[config.mk]
export PLATFORM = sky130hd
export DESIGN_NAME = pawn_eval_flat
export DESIGN_NICKNAME = d
export VERILOG_FILES = /design/src/verilog/eval_pkg.sv /design/src/verilog/eval_term_if.sv /design/src/verilog/pawn_eval.sv /design/src/flat_wrapper.sv
export SDC_FILE = /design/constraint.sdc
export NUM_CORES = 2
export LEC_CHECK = 0
export BUFFER_PORTS_ARGS = -buffer_cell sky130_fd_sc_hd__buf_2
export CAP_MARGIN = 20
export CORE_MARGIN = 1.5
export CORE_UTILIZATION = 60
export DETAILED_ROUTE_END_ITERATION = 16
export GPL_ROUTABILITY_DRIVEN = 0
export PLACE_DENSITY_LB_ADDON = 0.25
export SKIP_CTS_REPAIR_TIMING = 1
export SLEW_MARGIN = 20
export SYNTH_ARGS = -nofsm -noshare
export SYNTH_HDL_FRONTEND = slang
export SYNTH_SLANG_ARGS = --single-unit
[constraint.sdc]
create_clock -name clk -period 18.9 [get_ports clk]
set_clock_uncertainty 0.15 [all_clocks]
set_input_delay 2.835 -clock clk [delete_from_list [all_inputs] [get_ports clk]]
set_output_delay 2.835 -clock clk [all_outputs]
set_load 0.01 [all_outputs]
[src/verilog/eval_pkg.sv]
package eval_pkg;

   // Piece type in bits 2:0 of a square, code 7 is unused
   typedef enum logic [2:0] {
      PIECE_EMPTY  = 3'd0,
      PIECE_PAWN   = 3'd1,
      PIECE_KNIGHT = 3'd2,
      PIECE_BISHOP = 3'd3,
      PIECE_ROOK   = 3'd4,
      PIECE_QUEEN  = 3'd5,
      PIECE_KING   = 3'd6
   } piece_t;

   localparam int PIECE_WIDTH = 4;                // Bit 3 is color, 1 = black
   localparam int BOARD_WIDTH = 64 * PIECE_WIDTH; // Square s at bits s*4 upward

   typedef logic [BOARD_WIDTH-1:0] board_t;

   typedef enum logic [2:0] {
      ST_IDLE,
      ST_WAIT_ATTACK,
      ST_WAIT_TERMS,
      ST_WAIT_TAPER,
      ST_WAIT_CLEAR
   } seq_state_t;

   localparam int PHASE_MAX         = 62;                                  // Clamp and divisor
   localparam int TAPER_SCALE_SHIFT = 20;
   localparam int TAPER_RECIP       = (1 << TAPER_SCALE_SHIFT) / PHASE_MAX; // 16912
   localparam int TAPER_LATENCY     = 6;                                   // Pipeline stages

   typedef logic [15:0] material_t;

   // Piece values indexed by piece_t, king and empty count zero
   localparam int unsigned MG_VALUE [8] = '{0, 100, 300, 310, 500, 900, 0, 0};
   localparam int unsigned EG_VALUE [8] = '{0, 120, 280, 300, 520, 950, 0, 0};

   // Pawn structure penalties
   localparam int unsigned DOUBLED_MG  = 10; // Per extra pawn on a file
   localparam int unsigned DOUBLED_EG  = 20;
   localparam int unsigned ISOLATED_MG = 15; // Per pawn with no friendly neighbor file
   localparam int unsigned ISOLATED_EG = 10;

endpackage

[src/verilog/eval_term_if.sv]
`timescale 1ns/1ps

interface eval_term_if import eval_pkg::*; #(
   parameter int EVAL_WIDTH = 16
) ();

   board_t                       board; // Captured board
   logic                         start; // One-cycle kick
   logic                         clear; // Drops valid
   logic signed [EVAL_WIDTH-1:0] mg;    // Middlegame score, white positive
   logic signed [EVAL_WIDTH-1:0] eg;    // Endgame score, white positive
   logic                         valid; // Held until clear

   modport seq (output board, start, clear, input mg, eg, valid);

   modport term (input board, start, clear, output mg, eg, valid);

endinterface

[src/verilog/pawn_eval.sv]
`timescale 1ns/1ps

module pawn_eval import eval_pkg::*; #(
   parameter int EVAL_WIDTH = 16
) (
   input  logic      clk,
   input  logic      reset,
   eval_term_if.term term
);

   logic [7:0][3:0]              white_next; // Pawns per file from the board
   logic [7:0][3:0]              black_next;
   logic [7:0][3:0]              white_cnt;  // Registered file counts
   logic [7:0][3:0]              black_cnt;
   logic                         counted;    // Counts valid for this board
   logic                         valid_q;
   logic signed [EVAL_WIDTH-1:0] mg_q;
   logic signed [EVAL_WIDTH-1:0] eg_q;

   // Doubled and isolated penalty for one side, always positive
   function automatic logic [EVAL_WIDTH-1:0] side_penalty(
      input logic [7:0][3:0] cnt,
      input int unsigned     doubled,
      input int unsigned     isolated
   );
      int unsigned sum;
      logic [7:0]  has;
      logic [7:0]  adj;
      for (int f = 0; f < 8; f++)
         has[f] = (cnt[f] != 4'd0);
      adj = (has << 1) | (has >> 1); // Pawn on file f-1 or f+1
      sum = 0;
      for (int f = 0; f < 8; f++)
      begin
         if (has[f])
         begin
            sum = sum + doubled * (cnt[f] - 1);
            if (!adj[f])
               sum = sum + isolated * cnt[f];
         end
      end
      return EVAL_WIDTH'(sum);
   endfunction

   always_comb
   begin
      logic [PIECE_WIDTH-1:0] sq;
      white_next = '0;
      black_next = '0;
      for (int s = 0; s < 64; s++)
      begin
         sq = term.board[s * PIECE_WIDTH +: PIECE_WIDTH];
         if (piece_t'(sq[2:0]) == PIECE_PAWN)
         begin
            if (sq[3])
               black_next[s % 8] = black_next[s % 8] + 4'd1;
            else
               white_next[s % 8] = white_next[s % 8] + 4'd1;
         end
      end
   end

   always_ff @(posedge clk)
   begin
      if (reset)
      begin
         counted <= 1'b0;
         valid_q <= 1'b0;
      end
      else
      begin
         counted <= term.start;
         if (counted)
            valid_q <= 1'b1;
         if (term.clear)
            valid_q <= 1'b0;
      end
   end

   always_ff @(posedge clk)
   begin
      if (term.start)
      begin
         white_cnt <= white_next;
         black_cnt <= black_next;
      end
      if (counted) // White penalty negative, black positive
      begin
         mg_q <= side_penalty(black_cnt, DOUBLED_MG, ISOLATED_MG) -
                 side_penalty(white_cnt, DOUBLED_MG, ISOLATED_MG);
         eg_q <= side_penalty(black_cnt, DOUBLED_EG, ISOLATED_EG) -
                 side_penalty(white_cnt, DOUBLED_EG, ISOLATED_EG);
      end
   end

   assign term.mg    = mg_q;
   assign term.eg    = eg_q;
   assign term.valid = valid_q;

endmodule

[src/flat_wrapper.sv]
// flat-port wrapper written by rule: the top's interface ports become plain ports
module pawn_eval_flat import eval_pkg::*;
#(
   parameter int EVAL_WIDTH = 16
)
  (clk, reset, term_board, term_start, term_clear, term_mg, term_eg, term_valid);
  eval_term_if #(.EVAL_WIDTH(EVAL_WIDTH)) term_i ();
  input  logic clk;
  input  logic reset;
  input wire logic [$bits(term_i.board)-1:0] term_board;
  input wire logic [$bits(term_i.start)-1:0] term_start;
  input wire logic [$bits(term_i.clear)-1:0] term_clear;
  output wire logic [$bits(term_i.mg)-1:0] term_mg;
  output wire logic [$bits(term_i.eg)-1:0] term_eg;
  output wire logic [$bits(term_i.valid)-1:0] term_valid;
  assign term_i.board = term_board;
  assign term_i.start = term_start;
  assign term_i.clear = term_clear;
  assign term_mg = term_i.mg;
  assign term_eg = term_i.eg;
  assign term_valid = term_i.valid;
  pawn_eval #(.EVAL_WIDTH(EVAL_WIDTH)) u_core (.clk(clk), .reset(reset), .term(term_i));
endmodule
==> results.yml <==
timing:
  tightest_slew_ps: 1090
  finalWorstSetupSlack_ps: -366
  fin_hold_ws_ps: 340
  fin_setup_tns_ps: -1450
  report.final.slew_viol_count: 0
  finalSetupViolations: 5
  finalHoldViolations: 0
  fin_crit_sh: 1.02
  rsz0062_at_grt: "yes"
  max_freq_mhz: 51.9
  relSlewSlack: 0.263
  period_needed_ps: 19270
critical_path:
  cp_slowest_stage_delay_ps: 600
  worst-endpoint-arrival_ps: 19310
  crit_type: "reg2reg"
  endpoint_kind: "flip-flop"
  start_kind: "flip-flop"
  slowest_stage: "fa_1"
  crit_fanout: 4
  crit_required_ps: 18950
  cp_common_cell: "ha_4"
cts:
  cts_buffers: 9
  numClockSinks: 96
  clockBufferDepth: 2
  cts_root_buffer: "clkbuf_16"
  clock_latency_ps: 440
  cts_tree: "built"
  ctsHtreeMaxLevel: 3
  clk_pin_slew_worst_paths_ps: 110
detailed_routing:
  wirelength_um: 187000
  drt_iter0_markers: 5109
  drc: 0
  wl_per_cell_um: 18.8
  dr.max_layer_used: "met5"
  final_antenna_net_count: 0
  wl_met2_um: 88100
  wl_met1_um: 76200
  routed_via_density: 6.23
  routed-via-count: 61686
  dr.pass1.iters: 8
  wl_met3_um: 14000
layout:
  final_layout_size_suffix_gt1_frac: 0.185
  fin_nets: 10261
  syn2layout_area_growth_pct: 17.7
  final_util: 0.716
  diodes: 0
  nFillCells: 7517
synthesis:
  ys_warn_count: 0
  synthArstFlopShare: 0
  synth_nets: 9459
  yosys_most_used_dff: "edfxtp_1"
  ys_types: 104
  mappedNetlistArea_um2: 60000
  synth_edf_count: 94
  synth.ff_latch_count: 96
  seq_area_frac_synth: 0.0477
  syn_area_per_cell_um2: 7.69
  syn_inst: 7806
global_routing:
  gr-total-overflow: 0
  grt_antenna_before_repair: 4
  grt_pass1_vias: 58047
  grt_max_degree: 54
  grt_pass1_wl_um: 283000
  track_usage: 0.334
floorplanning:
  core_um2: 98700
  rows: 115
  die-area_um2: 102000
  start_util: 0.608
  die_h_um: 319
  fp.dieW_um: 319
  pin_count: 293
run_status:
  outcome: "complete, but fails checks"
  failed_checks: "setup timing"
place:
  portBuffers: 291
  post-dp-hpwl_um: 148000
run:
  cap_violations: 0
min_path:
  hold_path.class: "reg2reg"
-- registers in the layout (all words and copies together), names as in the netlist --
name / flops
u_core.counted: 1
u_core.black_cnt: 32
u_core.white_cnt: 32
u_core.term.valid: 1
u_core.term.eg: 14
u_core.term.mg: 16
-- stage by stage --
step / std cells / area [um^2] / setup WS (ps)
2_1_floorplan: 7806 / 60000 / 52.7
3_3_place_gp: 9797 / 66800 / -618
3_5_place_dp: 9797 / 66800 / -1230
4_1_cts: 9813 / 67100 / -1310
5_1_grt: 9900 / 70700 / -891
6_report: 9900 / 70700 / -366
-- layout make-up --
cell class | instances | area [um^2] | area share
Inverter | 675 | 2540 | 0.0360
Tap cell | 1287 | 1610 | 0.0228
Sequential cell | 96 | 2860 | 0.0405
Multi-Input combinational cell | 6861 | 56800 | 0.804
Clock inverter | 7 | 76.3 | 0.00108
Timing Repair Buffer | 965 | 6550 | 0.0926
Clock buffer | 9 | 225 | 0.00319
-- cells by family (layout without fill, tap and decap cells) --
| logic type | count (synthesis) | after routing | share of synthesized area |
|---|---|---|---|
| adder cells (fa/ha/maj) | 1409 | 1409 | 0.319 |
| flip-flops | 96 | 96 | 0.0477 |
| XOR/XNOR | 919 | 919 | 0.136 |
| AO/OA/AOI/OAI | 2128 | 2128 | 0.227 |
| other | 1 | 1 | 0.0000625 |
| AND/OR/NAND/NOR | 2212 | 2212 | 0.181 |
| buffers and inverters | 849 | 1656 | 0.0536 |
| multiplexers | 192 | 192 | 0.0353 |
-- final timing paths --
| kind | depth (start not counted) | to | slack (ps) | startpoint |
|---|---|---|---|---|
| setup / recovery | 86 | u_core.term.mg[15] | -370 | u_core.black_cnt[1] |
| hold / removal | 2 | u_core.term.valid | 340 | u_core.term.valid |
| setup reg to reg | 86 | u_core.term.mg[15] | -370 | u_core.black_cnt[1] |
| hold reg to reg | 2 | u_core.term.valid | 340 | u_core.term.valid |
-- routing by layer --
metal,track usage,vias to the layer above
li1,-,29494
met1,0.428,29208
met2,0.578,2454
met3,0.0344,528
met4,0.117,2
met5,0,-
-- critical path, delay by kind of cell (launching register included) --
kind            cells  cell delay, ps
simple gates       10            1330
fa+ha+maj          26           10050
flops               1             440
compound gates     23            3940
buf+inv            13             980
xor+xnor           14            2110
-- cells in the final DEF, fill, tap and decap left out, drive strengths merged, types with 88 or more instances in the layout --
cell type	Yosys	routed
o21a	167	167
mux2	137	137
ha	1188	1188
edfxtp	94	94
nand2	699	699
nand3	106	106
xnor2	534	534
xor2	376	376
o21bai	95	95
buf	24	965
a211oi	88	88
a21oi	575	575
and2	101	101
nor2	548	548
inv	674	679
a21o	235	235
nor2b	131	131
o21ai	460	460
nor3	160	160
fa	205	205
-- cell usage after synthesis, types with 106 or more instances --
cell type	n	area share
nand2_1	698	0.044
o21ai_0	457	0.038
nor3_1	160	0.013
nor2_1	548	0.034
o21a_1	167	0.021
a21o_1	235	0.029
xor2_1	376	0.055
clkbuf_1	147	0.0092
mux2_2	136	0.026
a21oi_1	575	0.048
nor2b_1	131	0.014
xnor2_1	534	0.078
fa_1	205	0.068
ha_1	1188	0.25
inv_1	673	0.042
nand3_1	106	0.0088
Power is not shown: default switching activity piles up to over one toggle a cycle in this logic, so the estimate is an artifact.
