**src/verilog/eval_pkg.sv**
```systemverilog
package eval_pkg;

   // Piece type in bits 2:0 of a square, code 7 is unused
   typedef enum logic [2:0] {
      PIECE_EMPTY  = 3'd0,
      PIECE_PAWN   = 3'd1,
      PIECE_KNIGHT = 3'd2,
      PIECE_BISHOP = 3'd3,
      PIECE_ROOK   = 3'd4,
      PIECE_QUEEN  = 3'd5,
      PIECE_KING   = 3'd6
   } piece_t;

   localparam int PIECE_WIDTH = 4;                // Bit 3 is color, 1 = black
   localparam int BOARD_WIDTH = 64 * PIECE_WIDTH; // Square s at bits s*4 upward

   typedef logic [BOARD_WIDTH-1:0] board_t;

   typedef enum logic [2:0] {
      ST_IDLE,
      ST_WAIT_ATTACK,
      ST_WAIT_TERMS,
      ST_WAIT_TAPER,
      ST_WAIT_CLEAR
   } seq_state_t;

   localparam int PHASE_MAX         = 62;                                  // Clamp and divisor
   localparam int TAPER_SCALE_SHIFT = 20;
   localparam int TAPER_RECIP       = (1 << TAPER_SCALE_SHIFT) / PHASE_MAX; // 16912
   localparam int TAPER_LATENCY     = 6;                                   // Pipeline stages

   typedef logic [15:0] material_t;

   // Piece values indexed by piece_t, king and empty count zero
   localparam int unsigned MG_VALUE [8] = '{0, 100, 300, 310, 500, 900, 0, 0};
   localparam int unsigned EG_VALUE [8] = '{0, 120, 280, 300, 520, 950, 0, 0};

   // Pawn structure penalties
   localparam int unsigned DOUBLED_MG  = 10; // Per extra pawn on a file
   localparam int unsigned DOUBLED_EG  = 20;
   localparam int unsigned ISOLATED_MG = 15; // Per pawn with no friendly neighbor file
   localparam int unsigned ISOLATED_EG = 10;

endpackage

```
**src/verilog/taper_pipeline.sv**
```systemverilog
`timescale 1ns/1ps

module taper_pipeline import eval_pkg::*; #(
   parameter int EVAL_WIDTH = 16
) (
   input  logic                         clk,
   input  board_t                       board,
   input  logic signed [EVAL_WIDTH-1:0] mat_mg,
   input  logic signed [EVAL_WIDTH-1:0] mat_eg,
   input  logic signed [EVAL_WIDTH-1:0] pawn_mg,
   input  logic signed [EVAL_WIDTH-1:0] pawn_eg,
   output logic signed [EVAL_WIDTH-1:0] eval
);

   localparam int SUM_W    = EVAL_WIDTH + 1; // Two terms added
   localparam int PROD_W   = SUM_W + 7;      // Times phase, signed 7 bits
   localparam int BLEND_W  = PROD_W + 1;
   localparam int SCALED_W = BLEND_W + 16;   // Times the reciprocal
   localparam logic signed [15:0]         RECIP      = 16'(TAPER_RECIP);
   localparam logic signed [SCALED_W-1:0] TRUNC_BIAS = SCALED_W'((1 << TAPER_SCALE_SHIFT) - 1);

   logic [6:0]                 piece_count; // Non-pawn pieces, 0 to 64
   logic [5:0]                 phase_s1;
   logic signed [SUM_W-1:0]    mg_sum_s1;
   logic signed [SUM_W-1:0]    eg_sum_s1;
   logic signed [PROD_W-1:0]   mg_prod_s2;
   logic signed [PROD_W-1:0]   eg_prod_s2;
   logic signed [BLEND_W-1:0]  blend_s3;
   logic signed [SCALED_W-1:0] scaled_s4;
   logic signed [SCALED_W-1:0] quot_s5;

   always_comb
   begin
      piece_t kind;
      piece_count = '0;
      for (int s = 0; s < 64; s++)
      begin
         kind = piece_t'(board[s * PIECE_WIDTH +: 3]);
         if (kind != PIECE_EMPTY && kind != PIECE_PAWN)
            piece_count = piece_count + 7'd1;
      end
   end

   always_ff @(posedge clk)
   begin
      phase_s1   <= (piece_count > PHASE_MAX) ? 6'(PHASE_MAX) : piece_count[5:0]; // Clamp
      mg_sum_s1  <= mat_mg + pawn_mg;
      eg_sum_s1  <= mat_eg + pawn_eg;
      mg_prod_s2 <= mg_sum_s1 * $signed({1'b0, phase_s1});
      eg_prod_s2 <= eg_sum_s1 * $signed({1'b0, 6'(PHASE_MAX) - phase_s1}); // Endgame weight
      blend_s3   <= mg_prod_s2 + eg_prod_s2;
      scaled_s4  <= blend_s3 * RECIP;
      if (scaled_s4 < 0) // Bias negatives so the shift truncates toward zero
         quot_s5 <= (scaled_s4 + TRUNC_BIAS) >>> TAPER_SCALE_SHIFT;
      else
         quot_s5 <= scaled_s4 >>> TAPER_SCALE_SHIFT;
      eval       <= quot_s5[EVAL_WIDTH-1:0];
   end

endmodule

```
**config.mk**
```make
export PLATFORM = sky130hd
export DESIGN_NAME = taper_pipeline
export DESIGN_NICKNAME = d
export VERILOG_FILES = /design/src/verilog/eval_pkg.sv /design/src/verilog/taper_pipeline.sv
export SDC_FILE = /design/constraint.sdc
export NUM_CORES = 1
export LEC_CHECK = 0
export BUFFER_PORTS_ARGS = -buffer_cell sky130_fd_sc_hd__buf_2
export CORE_MARGIN = 2
export CORE_UTILIZATION = 55
export CTS_CLUSTER_DIAMETER = 40
export CTS_CLUSTER_SIZE = 30
export DETAILED_ROUTE_END_ITERATION = 8
export PLACE_DENSITY = 0.81
export SLEW_MARGIN = 40
export SYNTH_ARGS = -nofsm -noshare
export SYNTH_HDL_FRONTEND = slang
export SYNTH_SLANG_ARGS = --single-unit
```
**constraint.sdc**
```tcl
create_clock -name clk -period 79.7 [get_ports clk]
set_clock_uncertainty 0.05 [all_clocks]
set_input_delay 0 -clock clk [delete_from_list [all_inputs] [get_ports clk]]
set_output_delay 0 -clock clk [all_outputs]
set_load 0.02 [all_outputs]
```
==> results of run 1 <==
Yosys cell counts, drive strengths merged, types with 6 or more instances:
cell,n
mux2,7
ha,300
nand2,212
or2,42
and3,10
clkbuf,27
and2,133
nor4,23
o21ai,156
o211ai,12
nor2,191
a211oi,12
dfxtp,178
o32ai,6
nand4,14
a31oi,23
o31ai,13
nand3,51
xnor2,330
a21oi,154
nand2b,23
nand3b,7
inv,383
or3,11
nor2b,24
nor3,33
mux2i,28
nor3b,7
xor2,113
o21a,13
a21o,17
fa,164
xnor3,33
o21bai,58
o22ai,14
sequential cells by signal, summed over array words and instances (netlist names):
name,flops
eg_sum_s1,17
scaled_s4,33
phase_s1,6
mg_sum_s1,17
eg_prod_s2,24
mg_prod_s2,24
quot_s5,16
blend_s3,25
eval,16
routing by layer:
layer | up-vias | global-route usage | routed length (um)
met1 | 9480 | 0.283 | 23700
met3 | 102 | 0.0281 | 1840
met2 | 432 | 0.414 | 25800
met4 | 2 | 0.0639 | 1190
li1 | 10300 | - | -
met5 | - | 0 | 13
tightest hold or removal path, cell delays in order:
cell and delay [ns]:
buf_2 0.08, ha_1 0.14, inv_1 0.04, o21ai_0 0.11, xor2_1 0.08
area by class of cell:
class	instances	area [um^2]
multi-input cells	2317	19800
fillers	3644	16400
flip-flops and latches	178	3560
repair buffers	296	1910
inverters	383	1450
well taps	592	741
clock buffers	20	457
clock inverters	11	126
diodes	1	2.50
path summary, 6_finish.rpt:
| kind | startpoint | to | slack [ns] | cells after the start |
|---|---|---|---|---|
| worst min-delay path | mat_eg[11] | eg_sum_s1[12] | 0.02 | 5 |
| worst max register to register | phase_s1[1] | eg_prod_s2[23] | 72.21 | 30 |
| worst min register to register | quot_s5[6] | eval[6] | 0.28 | 0 |
| worst max-delay path | board[1] | phase_s1[1] | 39.69 | 198 |
what timing repair did:
action / 4_1_cts / 5_1_grt
hold buffers: 84 / 0
hold endpoints to repair: 37 / 0
buffers inserted: 0 / 0
endpoints found under the setup margin: 0 / 0
cell families (layout without fill, tap and decap cells):
group | after synthesis | in the layout
AOI/OAI and AO/OA | 536 | 536
other | 0 | 1
adders and majority gates | 467 | 467
buffers and inverters | 415 | 710
xor gates and xnor gates | 480 | 480
muxes | 35 | 35
DFF | 178 | 178
and+or+nand+nor | 799 | 799
through the flow:
stage	hold slack (ns)	util	worst slack [ns]
floorplan	0.0703	-	44.01
global placement	0.163	0.598	40.67
detailed placement	0.165	0.599	40.18
CTS	0.00146	0.631	40.05
global route	0.0460	0.631	36.32
finish	0.0161	0.631	39.69
==> flow_summary_export.csv, run 1 <==
group,metric,value,unit
yosys,synth_simple_gate_area_frac,0.159,
yosys,yosysWarningCount,0,
outcome,outcome,"complete, no violations",
cells_and_area,fin_nets,3978,
cts,cts-resized-gates,0,
setup_path,slowest_stage,"dlygate4sd3_1",
global_routing,grt_pass1_vias,20200,
routing,drt_iter0_markers,865,
cts,numCtsBuffers,17,
routing,ant_nets,0,
die,die_x,217,um
die,fp.dieH,217,um
sta,timing.final.crit_share,0.502,
yosys,ys_top_cells_by_area,"ha_1, dfxtp_1, fa_1",
min_path,hold_class,"in2reg",
yosys,synth-edff-count,0,
sta,setup_viol,0,
cts,clk_pin_slew,0.07,ns
yosys,synth.distinct_cells,94,
sta,slew-limit-headroom,0.509,
routing,dr.pass1.iters,7,
setup_path,cp-start-kind,"input pin",
yosys,synth_fp_nets,3695,
cells_and_area,area_delta_synth_final,12.6,%
die,num_rows,77,
yosys,synth_compound_area_frac,0.134,
yosys,syn_area_per_cell,8.55,um^2
yosys,synth_top_family_by_area,"adder cells",
die,core_area,44400,um^2
cells_and_area,final_common_cell,"inv_1",
sta,rsz0062_at_grt,"false",
setup_path,crit_type,"in2reg",
sta,hold_violations,0,
yosys,muxShareOfSynthArea,0.0144,
cells_and_area,drive_above_1_share,0.112,
setup_path,cpMostUsedCell,"ha_1",
yosys,async_flop_share,0,
die,io_pins,337,
setup_path,cp.required,79.98,ns
cells_and_area,fin_cells,3798,
global_routing,grt_start_max_net_pins,37,
setup_path,critPathMaxStageDelay,0.57,ns
cts,cts-htree-levels,4,
setup_path,crit_fanout,6,
routing,wl_per_cell,13.8,um
sta,setup-tns-final,0,ns
global_routing,gr-total-overflow,0,
routing,viasPerCell,5.34,
place,gp_congestion,0.887,
yosys,syn_inst,2910,
cts,cts_tree,"built",
setup_path,crit_family,"adder cells",
yosys,synth_flop_cell,"dfxtp_1",
yosys,synth_top_area_frac,0.151,
job,maxCapViolations,0,
yosys,syn-cell-area,24900,um^2
yosys,synth-adder-area-share,0.284,
cts,insertion_delay,0.44,ns
cells_and_area,finalInstanceArea,28000,um^2
sta,finalMaxSlewViolations,0,
yosys,ys_seq_elements,178,
setup_path,critical_path_arrival,40.28,ns
cells_and_area,final_cell_mix,"inv_1, xnor2_1, ha_1, nand2_1, buf_2",
place,place_area,26600,um^2
yosys,post-synth-top-area-cell,"ha_1",
global_routing,grt_pass1_wl,90200,um
routing,vias,20300,
global_routing,antenna_found_initial,2,
routing,drt-total-wl,52500,um
setup_path,crit_buf_inv,10,
die,die_area,47000,um^2
cts,clock-sinks,178,
sta,finalCriticalPeriod,40.01,ns
setup_path,end_kind,"flip-flop",
cts,root_buffer,"clkbuf_16",
place,dp_hpwl,41900,um
routing,drc_errors,0,
place,numPortBuffers,208,
sta,timing.fmax,25.0,MHz
cts,cts_buffer_depth,2,
die,initial_core_util,0.560,
global_routing,grt_usage,0.228,
sta,worst_pin_slew,0.731,ns
yosys,synthXorXnorAreaFrac,0.202,
yosys,synth_seq_area_share,0.143,
place,place_inst,3682,
Power of run 1 is left out: the tool's default activity adds up to more than one toggle a clock period on the data nets, which glitch-free logic cannot reach.
==> run 2: changes to the inputs <==
--- a/config.mk
+++ b/config.mk
@@ -5,13 +5,14 @@
 export SDC_FILE = /design/constraint.sdc
 export NUM_CORES = 1
 export LEC_CHECK = 0
+export ABC_AREA = 1
 export BUFFER_PORTS_ARGS = -buffer_cell sky130_fd_sc_hd__buf_2
 export CORE_MARGIN = 2
 export CORE_UTILIZATION = 55
 export CTS_CLUSTER_DIAMETER = 40
 export CTS_CLUSTER_SIZE = 30
 export DETAILED_ROUTE_END_ITERATION = 8
-export PLACE_DENSITY = 0.81
+export PLACE_DENSITY = 0.8
 export SLEW_MARGIN = 40
 export SYNTH_ARGS = -nofsm -noshare
 export SYNTH_HDL_FRONTEND = slang
==> constraint.sdc (replaced) <==
create_clock -name clk -period 41.4 [get_ports clk]
set_clock_uncertainty 0.05 [all_clocks]
set_input_delay 0 -clock clk [delete_from_list [all_inputs] [get_ports clk]]
set_output_delay 0 -clock clk [all_outputs]
set_load 0.02 [all_outputs]
==> run 2 against run 1 <==
Against the previous run:
- utilization decreased by 0.39 points
- hold slack got worse by 0.0023 ns
- register-to-register slack got worse by 38 ns
- global-route usage shrank 2.5 points
- wire length down 1.0%
- synthesized area grew 9.9%
- non-clock buffer count rose by 6
- clock-buffer cell count down 3
- largest cell class unchanged
- highest routed layer unchanged
==> flow_summary_export.csv, run 2 <==
group,metric,value,unit
outcome,outcome,"complete, no violations",
routing,viasPerCell,4.78,
cells_and_area,largest_reg_flops,33,
setup_path,end_kind,"flip-flop",
sta,finalMaxSlewViolations,0,
die,io_pins,337,
yosys,ys_top_cells_by_count,"inv_1, nand2_1, nor2_1",
sta,setup_viol,0,
routing,drc_errors,0,
sta,hold_violations,0,
yosys,synth_flop_cell,"dfxtp_1",
cts,clk_pin_slew,0.08,ns
cts,cts-htree-levels,4,
cells_and_area,final_common_cell,"inv_1",
setup_path,cp.required,41.68,ns
min_path,hold_class,"in2reg",
cts,clock-sinks,178,
die,core_area,49100,um^2
sta,setup-tns-final,0,ns
cells_and_area,reg_top3,"scaled_s4: 33 flops, blend_s3: 25 flops",
yosys,synth_top_area_frac,0.137,
cells_and_area,final_cell_mix,"inv_1, nand2_1, nor2_1, nand2_2, nand3_1",
die,initial_core_util,0.558,
setup_path,ff2ff_setup_slack,34.36,ns
cells_and_area,drive_above_1_share,0.199,
setup_path,crit_buf_inv,7,
yosys,syn_area_per_cell,6.82,um^2
yosys,synth.distinct_cells,38,
setup_path,worstSetupPathDepth,198,
global_routing,gr-total-overflow,0,
global_routing,antenna_found_initial,1,
job,maxCapViolations,0,
die,die_x,227,um
routing,vias,23900,
cts,root_buffer,"clkbuf_16",
place,gp_congestion,0.841,
yosys,yosysWarningCount,0,
sta,timing.final.crit_share,0.696,
yosys,synth_seq_area_share,0.130,
place,numPortBuffers,208,
yosys,ys_seq_elements,178,
yosys,async_flop_share,0,
die,die_area,51500,um^2
setup_path,crit_fanout,4,
yosys,syn-cell-area,27300,um^2
yosys,synth_fp_nets,4797,
setup_path,cp-start-kind,"input pin",
sta,finalCriticalPeriod,28.80,ns
yosys,synth-edff-count,0,
cells_and_area,top_register,"scaled_s4",
setup_path,critical_path_arrival,29.08,ns
cts,insertion_delay,0.45,ns
setup_path,critPathMaxStageDelay,0.33,ns
setup_path,regToRegStartpoint,"phase_s1[2]",
setup_path,cpMostUsedCell,"nand2_1",
setup_path,crit_type,"in2reg",
place,dp_hpwl,41700,um
setup_path,crit_end,"phase_s1[0]",
routing,ant_nets,0,
setup_path,reg2reg_depth,28,
setup_path,crit_family,"adder cells",
setup_path,critPathLaunch,"board[2]",
yosys,post-synth-top-area-cell,"ha_1",
setup_path,slowest_stage,"ha_1",
sta,slew-limit-headroom,0.407,
cells_and_area,fin_nets,5100,
routing,drt_iter0_markers,889,
yosys,syn_inst,4012,
global_routing,grt_start_max_net_pins,37,
cts,cts_tree,"built",
global_routing,grt_pass1_vias,22600,
cts,numCtsBuffers,17,
sta,worst_pin_slew,0.888,ns
routing,dr.pass1.iters,5,
routing,drt-total-wl,52000,um
cells_and_area,area_delta_synth_final,12.4,%
yosys,yosysMostFrequentCell,"inv_1",
cts,cts-resized-gates,0,
die,num_rows,81,
global_routing,grt_usage,0.203,
routing,wl_per_cell,10.4,um
setup_path,rr_endpoint,"eg_prod_s2[23]",
yosys,ys_top_cells_by_area,"ha_1, dfxtp_1, inv_1",
sta,timing.fmax,34.7,MHz
sta,rsz0062_at_grt,"false",
cts,cts_buffer_depth,2,
global_routing,grt_pass1_wl,91100,um
die,fp.dieH,227,um
==> run 2: timing repair <==
item                      CTS  global route
hold buffers               92             0
hold endpoints to repair   35             0
buffers inserted            0             0
==> run 2: worst reg2reg max path: cells and delay by family, from the launching register on <==
| family | cells | cell delay, ns |
|---|---|---|
| and+or+nand+nor | 8 | 1.49 |
| adders and majority gates | 5 | 1.95 |
| xor gates and xnor gates | 1 | 0.38 |
| DFF | 1 | 0.90 |
| buffers and inverters | 6 | 0.75 |
| AOI/OAI and AO/OA | 8 | 1.42 |
==> run 2: kinds of logic (layout without fill, tap and decap cells) <==
| kind of cell | Yosys count | count (layout) | synth area share |
|---|---|---|---|
| AO/OA/AOI/OAI | 212 | 212 | 0.0421 |
| XOR/XNOR | 152 | 152 | 0.0487 |
| adder cells (fa/ha/maj) | 464 | 464 | 0.257 |
| buffers and inverters | 922 | 1238 | 0.127 |
| flip-flops | 178 | 178 | 0.130 |
| other | 0 | 1 | 0 |
| AND/OR/NAND/NOR | 2084 | 2084 | 0.395 |
==> run 2: routing by layer <==
metal | part of all wire | GRT usage
met1 | 0.46 | 0.253
met2 | 0.49 | 0.381
met3 | 0.030 | 0.0195
met4 | 0.013 | 0.0403
met5 | 0.00025 | 0
==> run 2: worst min path at each step <==
stage          slack [ns]  depth (start not counted)  startpoint           end
6_report             0.01                          5  board[253]   phase_s1[1]
5_1_grt              0.03                          5  board[253]   phase_s1[1]
4_1_cts             0.003                          5  board[253]   phase_s1[1]
3_5_place_dp         0.17                          2  pawn_eg[0]  eg_sum_s1[0]
3_3_place_gp         0.16                          2  pawn_eg[0]  eg_sum_s1[0]
2_1_floorplan        0.07                          1  pawn_eg[0]  eg_sum_s1[0]
==> run 2: area by class of cell <==
cell class / count / area [um^2]
Inverter: 904 / 3390
Clock buffer: 17 / 425
Clock inverter: 15 / 220
Tap cell: 664 / 831
Fill cell: 4382 / 18300
Timing Repair Buffer: 302 / 1980
Multi-Input combinational cell: 2912 / 20300
Antenna cell: 1 / 2.50
Sequential cell: 178 / 3570
==> run 2: per-stage QoR <==
stage | std cells | setup WS, ns | hold WS, ns | cell area (um^2) | util
floorplan | 4012 | 13.86 | 0.0703 | 27400 | -
global placement | 4868 | 12.57 | 0.164 | 29200 | 0.595
detailed placement | 4868 | 12.03 | 0.166 | 29200 | 0.595
CTS | 4992 | 12.45 | 0.00329 | 30700 | 0.627
global route | 4992 | 10.28 | 0.0326 | 30700 | 0.627
finish | 4993 | 12.60 | 0.0138 | 30700 | 0.627
Power of run 2 is left out for the same reason.
==> run 3: changes to the inputs <==
--- a/config.mk
+++ b/config.mk
@@ -5,14 +5,14 @@
 export SDC_FILE = /design/constraint.sdc
 export NUM_CORES = 1
 export LEC_CHECK = 0
-export ABC_AREA = 1
+export ABC_AREA = 0
 export BUFFER_PORTS_ARGS = -buffer_cell sky130_fd_sc_hd__buf_2
 export CORE_MARGIN = 2
 export CORE_UTILIZATION = 55
 export CTS_CLUSTER_DIAMETER = 40
 export CTS_CLUSTER_SIZE = 30
 export DETAILED_ROUTE_END_ITERATION = 8
-export PLACE_DENSITY = 0.8
+export PLACE_DENSITY = 0.81
 export SLEW_MARGIN = 40
 export SYNTH_ARGS = -nofsm -noshare
 export SYNTH_HDL_FRONTEND = slang
==> constraint.sdc (replaced) <==
create_clock -name clk -period 26.9 [get_ports clk]
set_clock_uncertainty 0.05 [all_clocks]
set_input_delay 0 -clock clk [delete_from_list [all_inputs] [get_ports clk]]
set_output_delay 0 -clock clk [all_outputs]
set_load 0.02 [all_outputs]
==> run 3 against run 2 <==
Against the previous run:
- the run now ends with negative setup slack left
- non-clock buffer count up 264
- flip-flop and latch count is the same
- clock-buffer cell count rose by 2
- register-to-register slack worse by 15 ns
- global-route usage grew 6.1 points
- via count shrank 6.2%
- first-iteration DRC count is 20% higher
- utilization is 7.3 points higher
- critical endpoint unchanged
==> flow_summary_export.csv, run 3 (synthesis results as in run 1) <==
group,metric,value,unit
outcome,outcome,"finished with violations",
outcome,violations,"negative setup slack",
setup_path,slowest_stage,"a221o_1",
place,numPortBuffers,208,
sta,hold_violations,0,
sta,timing.final.crit_share,1.19,
setup_path,critical_path_arrival,32.29,ns
cts,cts-htree-levels,4,
routing,ant_nets,0,
sta,timing.fmax,31.3,MHz
sta,layout_setup_ws,-5.05,ns
cts,numCtsBuffers,17,
routing,viasPerCell,5.50,
die,fp.dieH,217,um
cells_and_area,final_cell_mix,"inv_1, xnor2_1, buf_4, ha_1, buf_2",
cells_and_area,top_register,"scaled_s4",
die,initial_core_util,0.560,
cts,clock-sinks,178,
cts,cts_tree,"built",
global_routing,grt_usage,0.264,
cells_and_area,largest_reg_flops,33,
routing,vias,22400,
setup_path,cp-start-kind,"input pin",
die,io_pins,337,
cells_and_area,final_common_cell,"inv_1",
global_routing,grt_pass1_wl,104000,um
setup_path,crit_type,"in2reg",
die,die_area,47000,um^2
setup_path,cpMostUsedCell,"ha_4",
place,place_inst,3898,
sta,finalMaxSlewViolations,0,
cts,insertion_delay,0.45,ns
cells_and_area,reg_top3,"scaled_s4: 33 flops, blend_s3: 25 flops",
setup_path,cp.required,27.24,ns
cells_and_area,multi_input_area,20800,um^2
cells_and_area,drive_above_1_share,0.223,
global_routing,grt_pass1_vias,23200,
cells_and_area,area_delta_synth_final,25.0,%
sta,rsz0062_at_grt,"true",
cells_and_area,fin_nets,4248,
routing,dr.pass1.iters,5,
die,die_x,217,um
global_routing,gr-total-overflow,0,
die,num_rows,77,
routing,drc_errors,0,
sta,slew-limit-headroom,0.410,
global_routing,antenna_found_initial,0,
setup_path,end_kind,"flip-flop",
setup_path,critPathMaxStageDelay,0.37,ns
min_path,hold_class,"in2reg",
cts,clk_pin_slew,0.06,ns
cells_and_area,final-seq-area,3560,um^2
cells_and_area,fin_cells,4067,
cts,cts_buffer_depth,2,
setup_path,crit_fanout,6,
cells_and_area,fillers,3174,
routing,wl_per_cell,15.9,um
sta,finalCriticalPeriod,31.95,ns
cells_and_area,antenna_cells,0,
global_routing,grt_start_max_net_pins,33,
routing,drt_iter0_markers,1065,
sta,setup_viol,6,
sta,worst_pin_slew,0.882,ns
die,core_area,44400,um^2
place,gp_congestion,0.935,
cts,root_buffer,"clkbuf_16",
routing,drt-total-wl,64600,um
place,dp_hpwl,48400,um
job,maxCapViolations,0,
==> run 3: cell types whose count changed in the layout (fill, tap and decap cells not counted), moves of 165 or more <==
cell     before  now
nand2_1     748  187
inv_1       882  368
nand2_2     348   16
nand3_1     343   50
buf_4         2  276
xnor2_1      41  307
nor2_1      360  173
nand3_2     165    0
==> run 3: routing by layer <==
metal  vias up  track usage  wire [um]
met5         -            0          0
met2       716        0.501      33600
met4         0        0.107       2500
met1     10600        0.297      25700
met3       209       0.0330       2850
li1      10800            -          -
==> run 3: path summary, 6_finish.rpt <==
check / from / end / slack [ns] / cells after the start
worst min register to register: quot_s5[3] / eval[3] / 0.28 / 0
worst max-delay path: board[1] / phase_s1[0] / -5.05 / 197
worst max register to register: phase_s1[1] / eg_prod_s2[23] / 18.97 / 31
worst min-delay path: pawn_mg[1] / mg_sum_s1[1] / 0.007 / 4
==> run 3: what timing repair did <==
action,in CTS,in global routing
gates cloned,0,0
endpoints found under the hold margin,35,0
gates resized for setup,15,86
pin swaps,25,71
hold buffers,80,0
buffers inserted,21,39
endpoints found under the setup margin,6,6
==> run 3: worst max-delay path: cells and delay by family <==
kind | cells | cell delay [ns]
adder cells (fa/ha/maj) | 60 | 15.63
AO/OA/AOI/OAI | 63 | 8.17
AND/OR/NAND/NOR | 52 | 4.94
multiplexers | 8 | 1.85
buffers and inverters | 11 | 1.09
XOR/XNOR | 3 | 0.62
==> run 3: stage by stage <==
step / area [um^2] / worst slack [ns] / hold WS, ns / util / setup TNS (ns)
CTS: 30300 / -5.16 / 0.00557 / 0.683 / -30.73
global placement: 28700 / -4.55 / 0.166 / 0.646 / -27.11
floorplan: 25400 / -4.97 / 0.0703 / - / -29.63
finish: 31100 / -5.05 / 0.00684 / 0.700 / -30.08
global route: 31100 / -6.15 / 0.0438 / 0.700 / -36.68
detailed placement: 28700 / -5.97 / 0.173 / 0.647 / -35.61
==> run 3: layout make-up <==
type	count	share of cell area
multi-input cells	2317	0.670
flip-flops and latches	178	0.115
repair buffers	566	0.127
well taps	592	0.0238
clock inverters	12	0.00471
inverters	383	0.0465
clock buffers	19	0.0139
Power of run 3 is left out for the same reason.
